### src/alu_pipe_pkg.sv
`default_nettype none

package alu_pipe_pkg;

  localparam int XLEN         = 32;
  localparam int RNID_W       = 6;   // Renamed register number, 0 is x0
  localparam int TGT_BUS_SIZE = 2;

  // Multiplier geometry
  localparam int MUL_UNROLL = 8;
  localparam int MUL_STAGES = XLEN / MUL_UNROLL;

  typedef logic [XLEN-1:0]   xlen_t;
  typedef logic [RNID_W-1:0] rnid_t;

  typedef enum logic [4:0] {
    OP_NONE,
    OP_LUI,
    OP_AUIPC,
    OP_ADD,
    OP_SUB,
    OP_XOR,
    OP_OR,
    OP_AND,
    OP_SLL,
    OP_SRL,
    OP_SRA,
    OP_SLT,
    OP_SLTU,
    OP_MUL,
    OP_MULH,
    OP_MULHSU,
    OP_MULHU
  } op_t;

  typedef enum logic [1:0] {
    IMM_NONE,
    IMM_I,    // Sign-extended inst[31:20]
    IMM_SH    // Zero-extended shamt
  } imm_t;

  // ------------------------------------------------------------------------
  // Major opcodes
  // ------------------------------------------------------------------------
  localparam logic [6:0] OPC_OP     = 7'b0110011;
  localparam logic [6:0] OPC_OP_IMM = 7'b0010011;
  localparam logic [6:0] OPC_LUI    = 7'b0110111;
  localparam logic [6:0] OPC_AUIPC  = 7'b0010111;

endpackage

`default_nettype wire

### src/mul_req_if.sv
`default_nettype none

interface mul_req_if
  import alu_pipe_pkg::*;
#(
  parameter int RV_ENTRY_SIZE = 8
);

  logic                     valid;
  op_t                      op;
  xlen_t                    rs1;
  xlen_t                    rs2;
  rnid_t                    rd_rnid;
  logic                     wr;
  logic [RV_ENTRY_SIZE-1:0] index;

  modport master (output valid, op, rs1, rs2, rd_rnid, wr, index);
  modport slave  (input  valid, op, rs1, rs2, rd_rnid, wr, index);

endinterface

`default_nettype wire

### src/wb_if.sv
`default_nettype none

interface wb_if
  import alu_pipe_pkg::*;
#(
  parameter int RV_ENTRY_SIZE = 8
);

  logic                     done;
  logic                     wr;
  rnid_t                    rd_rnid;
  xlen_t                    data;
  logic [RV_ENTRY_SIZE-1:0] index_oh;

  modport master (output done, wr, rd_rnid, data, index_oh);
  modport slave  (input  done, wr, rd_rnid, data, index_oh);

endinterface

`default_nettype wire

### src/alu_decoder.sv
`default_nettype none

module alu_decoder
  import alu_pipe_pkg::*;
(
  input  wire xlen_t i_inst,
  output op_t        o_op,
  output imm_t       o_imm,
  output logic       o_wr
);

  logic [6:0] w_opcode;
  logic [2:0] w_f3;
  logic [6:0] w_f7;

  assign w_opcode = i_inst[6:0];
  assign w_f3     = i_inst[14:12];
  assign w_f7     = i_inst[31:25];

  always_comb begin
    o_op  = OP_NONE;
    o_imm = IMM_NONE;
    case (w_opcode)
      OPC_LUI:   o_op = OP_LUI;
      OPC_AUIPC: o_op = OP_AUIPC;
      OPC_OP_IMM: begin
        o_imm = IMM_I;
        case (w_f3)
          3'b000: o_op = OP_ADD;
          3'b010: o_op = OP_SLT;
          3'b011: o_op = OP_SLTU;
          3'b100: o_op = OP_XOR;
          3'b110: o_op = OP_OR;
          3'b111: o_op = OP_AND;
          3'b001: begin
            o_imm = IMM_SH;
            if (w_f7 == 7'b0000000) o_op = OP_SLL;
          end
          default: begin
            o_imm = IMM_SH;
            if (w_f7 == 7'b0000000) o_op = OP_SRL;
            else if (w_f7 == 7'b0100000) o_op = OP_SRA;
          end
        endcase
      end
      OPC_OP: begin
        case ({w_f7, w_f3})
          10'b0000000_000: o_op = OP_ADD;
          10'b0100000_000: o_op = OP_SUB;
          10'b0000000_001: o_op = OP_SLL;
          10'b0000000_010: o_op = OP_SLT;
          10'b0000000_011: o_op = OP_SLTU;
          10'b0000000_100: o_op = OP_XOR;
          10'b0000000_101: o_op = OP_SRL;
          10'b0100000_101: o_op = OP_SRA;
          10'b0000000_110: o_op = OP_OR;
          10'b0000000_111: o_op = OP_AND;
          10'b0000001_000: o_op = OP_MUL;
          10'b0000001_001: o_op = OP_MULH;
          10'b0000001_010: o_op = OP_MULHSU;
          10'b0000001_011: o_op = OP_MULHU;
          default:         o_op = OP_NONE;
        endcase
      end
      default: o_op = OP_NONE;
    endcase
    // No write for unknown encodings or rd = x0
    o_wr = (o_op != OP_NONE) && (i_inst[11:7] != 5'd0);
  end

endmodule

`default_nettype wire

### src/int_exec_pipe.sv
`default_nettype none

module int_exec_pipe
  import alu_pipe_pkg::*;
#(
  parameter int RV_ENTRY_SIZE = 8
) (
  input  wire                     i_clk,
  input  wire                     i_reset_n,
  input  wire                     i_valid,
  input  wire xlen_t              i_inst,
  input  wire xlen_t              i_pc,
  input  wire op_t                i_op,
  input  wire imm_t               i_imm,
  input  wire                     i_wr,
  input  wire rnid_t              i_rs1_rnid,
  input  wire                     i_rs1_used,
  input  wire rnid_t              i_rs2_rnid,
  input  wire                     i_rs2_used,
  input  wire rnid_t              i_rd_rnid,
  input  wire [RV_ENTRY_SIZE-1:0] i_index,
  output logic                    o_rs1_read,
  output rnid_t                   o_rs1_rnid,
  output logic                    o_rs2_read,
  output rnid_t                   o_rs2_rnid,
  input  wire xlen_t              i_rs1_data,
  input  wire xlen_t              i_rs2_data,
  input  wire                     i_fwd_valid [TGT_BUS_SIZE],
  input  wire rnid_t              i_fwd_rnid  [TGT_BUS_SIZE],
  input  wire xlen_t              i_fwd_data  [TGT_BUS_SIZE],
  mul_req_if.master               mul,
  wb_if.master                    wb
);

  localparam int SH_W = $clog2(XLEN);

  typedef struct packed {
    xlen_t                    inst;
    xlen_t                    pc;
    op_t                      op;
    imm_t                     imm;
    logic                     wr;
    rnid_t                    rs1;
    logic                     rs1_used;
    rnid_t                    rs2;
    logic                     rs2_used;
    rnid_t                    rd;
    logic [RV_ENTRY_SIZE-1:0] index;
  } ctrl_t;

  logic  r_ex1_valid, r_ex2_valid, r_ex3_valid;
  ctrl_t r_ex1, r_ex2;
  xlen_t w_ex1_rs2;
  xlen_t r_ex2_rs1, r_ex2_rs2;
  logic [TGT_BUS_SIZE-1:0] w_rs1_hit, w_rs2_hit;
  xlen_t w_rs1, w_rs2, w_result;
  logic  w_is_mul;
  logic  r_ex3_wr;
  rnid_t r_ex3_rd;
  xlen_t r_ex3_result;
  logic [RV_ENTRY_SIZE-1:0] r_ex3_index;

  always_ff @(posedge i_clk, negedge i_reset_n) begin
    if (!i_reset_n) begin
      r_ex1_valid <= 1'b0;
      r_ex2_valid <= 1'b0;
      r_ex3_valid <= 1'b0;
    end else begin
      r_ex1_valid <= i_valid;
      r_ex2_valid <= r_ex1_valid;
      r_ex3_valid <= r_ex2_valid & ~w_is_mul;   // Multiplies finish in mul_pipe
    end
  end

  // ------------------------------------------------------------------------
  // EX1 register read
  // ------------------------------------------------------------------------
  assign o_rs1_read = r_ex1_valid & r_ex1.rs1_used;
  assign o_rs1_rnid = r_ex1.rs1;
  assign o_rs2_read = r_ex1_valid & r_ex1.rs2_used;
  assign o_rs2_rnid = r_ex1.rs2;

  always_comb begin
    case (r_ex1.imm)
      IMM_I:   w_ex1_rs2 = {{(XLEN-12){r_ex1.inst[31]}}, r_ex1.inst[31:20]};
      IMM_SH:  w_ex1_rs2 = {{(XLEN-SH_W){1'b0}}, r_ex1.inst[20 +: SH_W]};
      default: w_ex1_rs2 = i_rs2_data;
    endcase
  end

  always_ff @(posedge i_clk) begin
    r_ex1 <= '{inst: i_inst, pc: i_pc, op: i_op, imm: i_imm, wr: i_wr,
               rs1: i_rs1_rnid, rs1_used: i_rs1_used, rs2: i_rs2_rnid,
               rs2_used: i_rs2_used, rd: i_rd_rnid, index: i_index};
    r_ex2     <= r_ex1;
    r_ex2_rs1 <= i_rs1_data;
    r_ex2_rs2 <= w_ex1_rs2;
  end

  // ------------------------------------------------------------------------
  // EX2 forwarding and ALU
  // ------------------------------------------------------------------------
  for (genvar b = 0; b < TGT_BUS_SIZE; b++) begin : g_fwd
    assign w_rs1_hit[b] = i_fwd_valid[b] & r_ex2.rs1_used &
                          (i_fwd_rnid[b] == r_ex2.rs1) & (r_ex2.rs1 != '0);
    assign w_rs2_hit[b] = i_fwd_valid[b] & r_ex2.rs2_used & (r_ex2.imm == IMM_NONE) &
                          (i_fwd_rnid[b] == r_ex2.rs2) & (r_ex2.rs2 != '0);
  end

  always_comb begin
    w_rs1 = r_ex2_rs1;
    w_rs2 = r_ex2_rs2;
    for (int b = 0; b < TGT_BUS_SIZE; b++) begin
      if (w_rs1_hit[b]) w_rs1 = i_fwd_data[b];
      if (w_rs2_hit[b]) w_rs2 = i_fwd_data[b];
    end
  end

  always_comb begin
    case (r_ex2.op)
      OP_LUI:   w_result = {r_ex2.inst[31:12], 12'h000};
      OP_AUIPC: w_result = r_ex2.pc + {r_ex2.inst[31:12], 12'h000};
      OP_ADD:   w_result = w_rs1 + w_rs2;
      OP_SUB:   w_result = w_rs1 - w_rs2;
      OP_XOR:   w_result = w_rs1 ^ w_rs2;
      OP_OR:    w_result = w_rs1 | w_rs2;
      OP_AND:   w_result = w_rs1 & w_rs2;
      OP_SLL:   w_result = w_rs1 << w_rs2[SH_W-1:0];
      OP_SRL:   w_result = w_rs1 >> w_rs2[SH_W-1:0];
      OP_SRA:   w_result = $signed(w_rs1) >>> w_rs2[SH_W-1:0];
      OP_SLT:   w_result = XLEN'($signed(w_rs1) < $signed(w_rs2));
      OP_SLTU:  w_result = XLEN'(w_rs1 < w_rs2);
      default:  w_result = '0;
    endcase
  end

  assign w_is_mul = r_ex2.op inside {OP_MUL, OP_MULH, OP_MULHSU, OP_MULHU};

  assign mul.valid   = r_ex2_valid & w_is_mul;
  assign mul.op      = r_ex2.op;
  assign mul.rs1     = w_rs1;
  assign mul.rs2     = w_rs2;
  assign mul.rd_rnid = r_ex2.rd;
  assign mul.wr      = r_ex2.wr;
  assign mul.index   = r_ex2.index;

  // EX3 result
  always_ff @(posedge i_clk) begin
    r_ex3_result <= w_result;
    r_ex3_wr     <= r_ex2.wr;
    r_ex3_rd     <= r_ex2.rd;
    r_ex3_index  <= r_ex2.index;
  end

  assign wb.done     = r_ex3_valid;
  assign wb.wr       = r_ex3_wr;
  assign wb.rd_rnid  = r_ex3_rd;
  assign wb.data     = r_ex3_result;
  assign wb.index_oh = r_ex3_index;

  // Result buses never carry the same register twice
  a_fwd_onehot: assert property (@(posedge i_clk) disable iff (!i_reset_n)
    r_ex2_valid |-> $onehot0(w_rs1_hit) && $onehot0(w_rs2_hit));

endmodule

`default_nettype wire

### src/mul_pipe.sv
`default_nettype none

module mul_pipe
  import alu_pipe_pkg::*;
#(
  parameter int RV_ENTRY_SIZE = 8,
  parameter int MUL_UNROLL    = 8
) (
  input  wire       i_clk,
  input  wire       i_reset_n,
  mul_req_if.slave  req,
  wb_if.master      wb,
  output logic      o_issue_stall
);

  localparam int STAGES = XLEN / MUL_UNROLL;
  localparam int PW     = 2 * XLEN;

  typedef struct packed {
    op_t                      op;
    rnid_t                    rd;
    logic                     wr;
    logic [RV_ENTRY_SIZE-1:0] index;
    logic [PW-1:0]            a;     // rs1, sign or zero extended
    logic [XLEN:0]            b;     // rs2 with one extension bit
    logic [PW-1:0]            acc;
  } stage_t;

  logic [STAGES-1:0] r_valid;
  stage_t            r_st [STAGES];
  logic              w_a_sign, w_b_sign;

  assign w_a_sign = (req.op inside {OP_MULH, OP_MULHSU}) & req.rs1[XLEN-1];
  assign w_b_sign = (req.op == OP_MULH) & req.rs2[XLEN-1];

  always_ff @(posedge i_clk, negedge i_reset_n) begin
    if (!i_reset_n) r_valid <= '0;
    else            r_valid <= (r_valid << 1) | STAGES'(req.valid);
  end

  for (genvar s = 0; s < STAGES; s++) begin : g_stage
    stage_t        w_in, w_out;
    logic [PW-1:0] w_part, w_neg;

    if (s == 0) begin : g_head
      assign w_in = '{op: req.op, rd: req.rd_rnid, wr: req.wr, index: req.index,
                      a: {{XLEN{w_a_sign}}, req.rs1}, b: {w_b_sign, req.rs2}, acc: '0};
    end else begin : g_link
      assign w_in = r_st[s-1];
    end

    assign w_part = w_in.a * PW'(w_in.b[s*MUL_UNROLL +: MUL_UNROLL]);

    if (s == STAGES - 1) begin : g_top
      assign w_neg = w_in.b[XLEN] ? {w_in.a[XLEN-1:0], {XLEN{1'b0}}} : '0;   // -2^XLEN weight
    end else begin : g_mid
      assign w_neg = '0;
    end

    always_comb begin
      w_out     = w_in;
      w_out.acc = w_in.acc + (w_part << (s * MUL_UNROLL)) - w_neg;
    end

    always_ff @(posedge i_clk) begin
      r_st[s] <= w_out;
    end
  end

  // Issue now would meet this multiply at write-back
  assign o_issue_stall = r_valid[0];

  assign wb.done     = r_valid[STAGES-1];
  assign wb.wr       = r_st[STAGES-1].wr;
  assign wb.rd_rnid  = r_st[STAGES-1].rd;
  assign wb.index_oh = r_st[STAGES-1].index;
  assign wb.data     = (r_st[STAGES-1].op == OP_MUL) ? r_st[STAGES-1].acc[XLEN-1:0] :
                                                       r_st[STAGES-1].acc[PW-1:XLEN];

  a_mul_op: assert property (@(posedge i_clk) disable iff (!i_reset_n)
    req.valid |-> req.op inside {OP_MUL, OP_MULH, OP_MULHSU, OP_MULHU});

endmodule

`default_nettype wire

### src/wb_merge.sv
`default_nettype none

module wb_merge
  import alu_pipe_pkg::*;
#(
  parameter int RV_ENTRY_SIZE = 8
) (
  wb_if.slave                      alu,
  wb_if.slave                      mul,
  output logic                     o_done_valid,
  output logic [RV_ENTRY_SIZE-1:0] o_done_index,
  output logic                     o_wr_valid,
  output rnid_t                    o_wr_rnid,
  output xlen_t                    o_wr_data
);

  always_comb begin
    if (mul.done) begin
      o_done_valid = 1'b1;
      o_done_index = mul.index_oh;
      o_wr_valid   = mul.wr;
      o_wr_rnid    = mul.rd_rnid;
      o_wr_data    = mul.data;
    end else begin
      o_done_valid = alu.done;
      o_done_index = alu.index_oh;
      o_wr_valid   = alu.done & alu.wr;
      o_wr_rnid    = alu.rd_rnid;
      o_wr_data    = alu.data;
    end
  end

  // Issue stall keeps the two paths apart
  always_comb begin
    a_no_collision: assert (!(alu.done && mul.done));
  end

endmodule

`default_nettype wire

### src/alu_pipe_top.sv
`default_nettype none

module alu_pipe_top
  import alu_pipe_pkg::*;
#(
  parameter int RV_ENTRY_SIZE = 8,
  parameter int MUL_UNROLL    = alu_pipe_pkg::MUL_UNROLL
) (
  input  wire                      i_clk,
  input  wire                      i_reset_n,
  input  wire                      i_issue_valid,
  input  wire xlen_t               i_issue_inst,
  input  wire xlen_t               i_issue_pc,
  input  wire rnid_t               i_rs1_rnid,
  input  wire                      i_rs1_used,
  input  wire rnid_t               i_rs2_rnid,
  input  wire                      i_rs2_used,
  input  wire rnid_t               i_rd_rnid,
  input  wire [RV_ENTRY_SIZE-1:0]  i_issue_index,
  input  wire                      i_fwd_valid [TGT_BUS_SIZE],
  input  wire rnid_t               i_fwd_rnid  [TGT_BUS_SIZE],
  input  wire xlen_t               i_fwd_data  [TGT_BUS_SIZE],
  output logic                     o_rs1_read,
  output rnid_t                    o_rs1_rnid,
  output logic                     o_rs2_read,
  output rnid_t                    o_rs2_rnid,
  input  wire xlen_t               i_rs1_data,
  input  wire xlen_t               i_rs2_data,
  output logic                     o_wr_valid,
  output rnid_t                    o_wr_rnid,
  output xlen_t                    o_wr_data,
  output logic                     o_done_valid,
  output logic [RV_ENTRY_SIZE-1:0] o_done_index,
  output logic                     o_issue_stall
);

  op_t  w_ex0_op;
  imm_t w_ex0_imm;
  logic w_ex0_wr;

  mul_req_if #(.RV_ENTRY_SIZE(RV_ENTRY_SIZE)) u_mul_req ();
  wb_if      #(.RV_ENTRY_SIZE(RV_ENTRY_SIZE)) u_alu_wb ();
  wb_if      #(.RV_ENTRY_SIZE(RV_ENTRY_SIZE)) u_mul_wb ();

  alu_decoder u_decoder (
    .i_inst (i_issue_inst),
    .o_op   (w_ex0_op),
    .o_imm  (w_ex0_imm),
    .o_wr   (w_ex0_wr)
  );

  int_exec_pipe #(.RV_ENTRY_SIZE(RV_ENTRY_SIZE)) u_int_pipe (
    .i_clk      (i_clk),
    .i_reset_n  (i_reset_n),
    .i_valid    (i_issue_valid),
    .i_inst     (i_issue_inst),
    .i_pc       (i_issue_pc),
    .i_op       (w_ex0_op),
    .i_imm      (w_ex0_imm),
    .i_wr       (w_ex0_wr),
    .i_rs1_rnid (i_rs1_rnid),
    .i_rs1_used (i_rs1_used),
    .i_rs2_rnid (i_rs2_rnid),
    .i_rs2_used (i_rs2_used),
    .i_rd_rnid  (i_rd_rnid),
    .i_index    (i_issue_index),
    .o_rs1_read (o_rs1_read),
    .o_rs1_rnid (o_rs1_rnid),
    .o_rs2_read (o_rs2_read),
    .o_rs2_rnid (o_rs2_rnid),
    .i_rs1_data (i_rs1_data),
    .i_rs2_data (i_rs2_data),
    .i_fwd_valid(i_fwd_valid),
    .i_fwd_rnid (i_fwd_rnid),
    .i_fwd_data (i_fwd_data),
    .mul        (u_mul_req.master),
    .wb         (u_alu_wb.master)
  );

  mul_pipe #(
    .RV_ENTRY_SIZE(RV_ENTRY_SIZE),
    .MUL_UNROLL   (MUL_UNROLL)
  ) u_mul_pipe (
    .i_clk        (i_clk),
    .i_reset_n    (i_reset_n),
    .req          (u_mul_req.slave),
    .wb           (u_mul_wb.master),
    .o_issue_stall(o_issue_stall)
  );

  wb_merge #(.RV_ENTRY_SIZE(RV_ENTRY_SIZE)) u_merge (
    .alu         (u_alu_wb.slave),
    .mul         (u_mul_wb.slave),
    .o_done_valid(o_done_valid),
    .o_done_index(o_done_index),
    .o_wr_valid  (o_wr_valid),
    .o_wr_rnid   (o_wr_rnid),
    .o_wr_data   (o_wr_data)
  );

endmodule

`default_nettype wire

### config.mk
export PLATFORM = sky130hd
export DESIGN_NAME = alu_pipe_top
export DESIGN_NICKNAME = d
export VERILOG_FILES = /design/src/alu_pipe_pkg.sv /design/src/mul_req_if.sv /design/src/wb_if.sv /design/src/alu_decoder.sv /design/src/int_exec_pipe.sv /design/src/mul_pipe.sv /design/src/wb_merge.sv /design/src/alu_pipe_top.sv
export SDC_FILE = /design/constraint.sdc
export NUM_CORES = 2
export LEC_CHECK = 0
export ABC_AREA = 1
export ABC_CLOCK_PERIOD_IN_PS = 19300
export BUFFER_PORTS_ARGS = -buffer_cell sky130_fd_sc_hd__buf_4
export CORE_AREA = 2 2 469 471
export DETAILED_ROUTE_END_ITERATION = 12
export DIE_AREA = 0 0 471 473
export PLACE_DENSITY_LB_ADDON = 0.12
export REMOVE_ABC_BUFFERS = 1
export SYNTH_ARGS = -nofsm -noshare
export SYNTH_HDL_FRONTEND = slang
export SYNTH_SLANG_ARGS = --single-unit
### constraint.sdc
create_clock -name i_clk -period 19.3 [get_ports i_clk]
set_clock_uncertainty 0.2 [all_clocks]
set_input_delay 2.895 -clock i_clk [delete_from_list [all_inputs] [get_ports i_clk]]
set_output_delay 2.895 -clock i_clk [all_outputs]
set_load 0.02 [all_outputs]
==> out/metrics.csv <==
metric,value,unit
outcome,"complete, no violations",
grt.busiest_layer,met2,
yosys.area.top_type,fa_1,
period_share,52.48,%
place_congestion,0.9948,
yosysSeqAreaShare,19.64,%
cts_buffers,90,
grt_max_degree,77,
wl_per_cell,22.73,µm
yosysWarnings,0,
grt_pass1_vias,69990,
grt_use_met1,34.94,%
drt_iter0_drc,5589,
ant_nets,0,
initial_core_util,34.79,%
post_cts_resized,0,
clkLatencyLatePin,0.76,ns
worst_pin_slew,1.318,ns
hp-class,flop to flop,
required,19.73,ns
syn_to_final_growth,10.56,%
die_w,471,µm
critPathMaxStageDelay,0.70,ns
finalWirelength,304800,µm
netlist_top_cells_area,"fa_1 (23%), dfxtp_1 (19%), nand2_1 (11%)",
clockBufferDepth,3,
max_freq,98.72,MHz
numClockSinks,743,
critPathKind,primary input to flop,
worst-path-max-fanout,68,
grtUsageMet2,45.13,%
synthCells,10370,
design.core.area,218200,µm²
period_needed,10.13,ns
tns,0,ns
max_slew_margin,11.94,%
hold_viol,0,
cpMostUsedCell,nand2_1,
antenna_found_initial,31,
io_buffers,299,
ios,300,
critical_path.slowest_cell,a21oi_4,
viasPerCell,5.058,
async_flop_share,0.9421,%
die_area,222800,µm²
postCtsSetupRepairBufs,0,
die_h,473,µm
grt_overflow,0,
synth.avg_cell_area,7.320,µm²
ys_types,66,
drt-pass1-iter-count,9,
layout_common_cells,"nand2_1 (2275), inv_1 (2226), fa_1 (863)",
synthFlopType,dfxtp_1,
drv_slew,0,
grtUsageTotal,27.17,%
hpwl,253400,µm
synth_edf_count,0,
drc_errors,0,
drive_gt1_share,6.354,%
vias,67830,
setup_violations,0,
clkTransAtPathRegs,0.07,ns
grt.met3_usage,4.023,%
cts_root_buf,clkbuf_16,
synth_top_area_share,22.75,%
grt_pass1_wl,454400,µm
cts_tree,yes,
cts_max_level,3,
netlist_area,75930,µm²
layout_commonest_cell,nand2_1,
crit_path_start_kind,primary input,
nNetsFinal,12090,
rows,172,
endpoint_kind,flop,
arrival,10.56,ns
rsz0062_at_grt,no,
synth-seq-cells,743,
cts.hold.buffers_added,0,
cap_viol_max_count,0,
[sequential cells by signal (all words and copies together), names as in the netlist]
name / flops
u_int_pipe.mul.index: 8
u_int_pipe.r_ex2: 68
u_int_pipe.mul.rd_rnid: 6
u_int_pipe.r_ex1_valid: 1
u_int_pipe.r_ex2_valid: 1
u_int_pipe.r_ex1: 76
u_int_pipe.mul.wr: 1
u_int_pipe.o_rs2_rnid: 6
u_int_pipe.r_ex2_rs1: 32
u_int_pipe.mul.op: 5
u_int_pipe.r_ex2_rs2: 32
u_int_pipe.o_rs1_rnid: 6
u_int_pipe.wb.done: 1
u_mul_pipe.r_st: 464
u_mul_pipe.r_valid: 4
u_int_pipe.wb.data: 32
[metrics by stage]
step	setup slack [ns]	std cells	hold slack [ns]	util (%)	instance area [µm²]
after floorplan	8.536	9986	0.1096	-	74220
after global placement	8.533	13230	0.1097	36.97	80680
after detailed placement	8.429	13230	0.1120	36.97	80680
after CTS	9.236	13400	0.1049	38.46	83920
after global routing	8.623	13400	0.1274	38.46	83930
final	9.171	13410	0.1107	38.47	83950
[logic make-up after synthesis]
kind of cell	share of synthesized area, %
and+or+nand+nor	20.34
buffers and inverters	13.36
DFF	19.64
AOI/OAI and AO/OA	11.16
xor gates and xnor gates	3.934
adders and majority gates	31.57
[cells in the mapped netlist (all sizes together) (87+ instances only)]
master / n
xnor2: 133
nor2: 755
ha: 535
clkbuf: 293
inv: 2242
o21ai: 469
a31oi: 113
a21oi: 615
nand2: 2309
nand3: 470
dfxtp: 736
nand4: 87
xor2: 208
buf: 94
fa: 863
[area by class of cell]
type | count | area [µm²]
inverters | 2247 | 8437
repair buffers | 374 | 2808
clock inverters | 59 | 828.3
diodes | 10 | 25.02
multi-input cells | 6996 | 50920
clock buffers | 109 | 2415
fillers | 23220 | 134300
well taps | 2871 | 3592
flip-flops and latches | 743 | 14920
[routing by layer]
layer | up-vias | wire, µm
met2 | 2288 | 141100
met5 | - | 40
met4 | 6 | 15370
li1 | 32010 | -
met3 | 444 | 19340
met1 | 33080 | 128900
[critical path, delay by kind of cell]
kind	cells	cell delay, ns
and+or+nand+nor	12	1.10
adders and majority gates	5	2.35
AOI/OAI and AO/OA	8	2.25
buffers and inverters	7	1.93
[worst paths after layout]
| kind | startpoint | end | slack, ns | cells past startpoint |
|---|---|---|---|---|
| max | i_fwd_rnid[2] | u_mul_pipe.r_st[0][36]$_DFF_P_ | 9.17 | 32 |
| min | u_mul_pipe.r_st[1][14]$_DFF_P_ | u_mul_pipe.r_st[2][14]$_DFF_P_ | 0.11 | 0 |
| max reg2reg | u_mul_pipe.r_st[2][91]$_DFF_P_ | u_mul_pipe.r_st[3][62]$_DFF_P_ | 9.91 | 30 |
| min reg2reg | u_mul_pipe.r_st[1][14]$_DFF_P_ | u_mul_pipe.r_st[2][14]$_DFF_P_ | 0.11 | 0 |
| max in group asynchronous | i_reset_n | u_mul_pipe.r_valid[3]$_DFF_PN0_ | 17.02 | 1 |
| min in group asynchronous | i_reset_n | u_mul_pipe.r_valid[1]$_DFF_PN0_ | 1.75 | 1 |
Power is not shown: default switching activity piles up to over one toggle a cycle in this logic, so the estimate is an artifact.
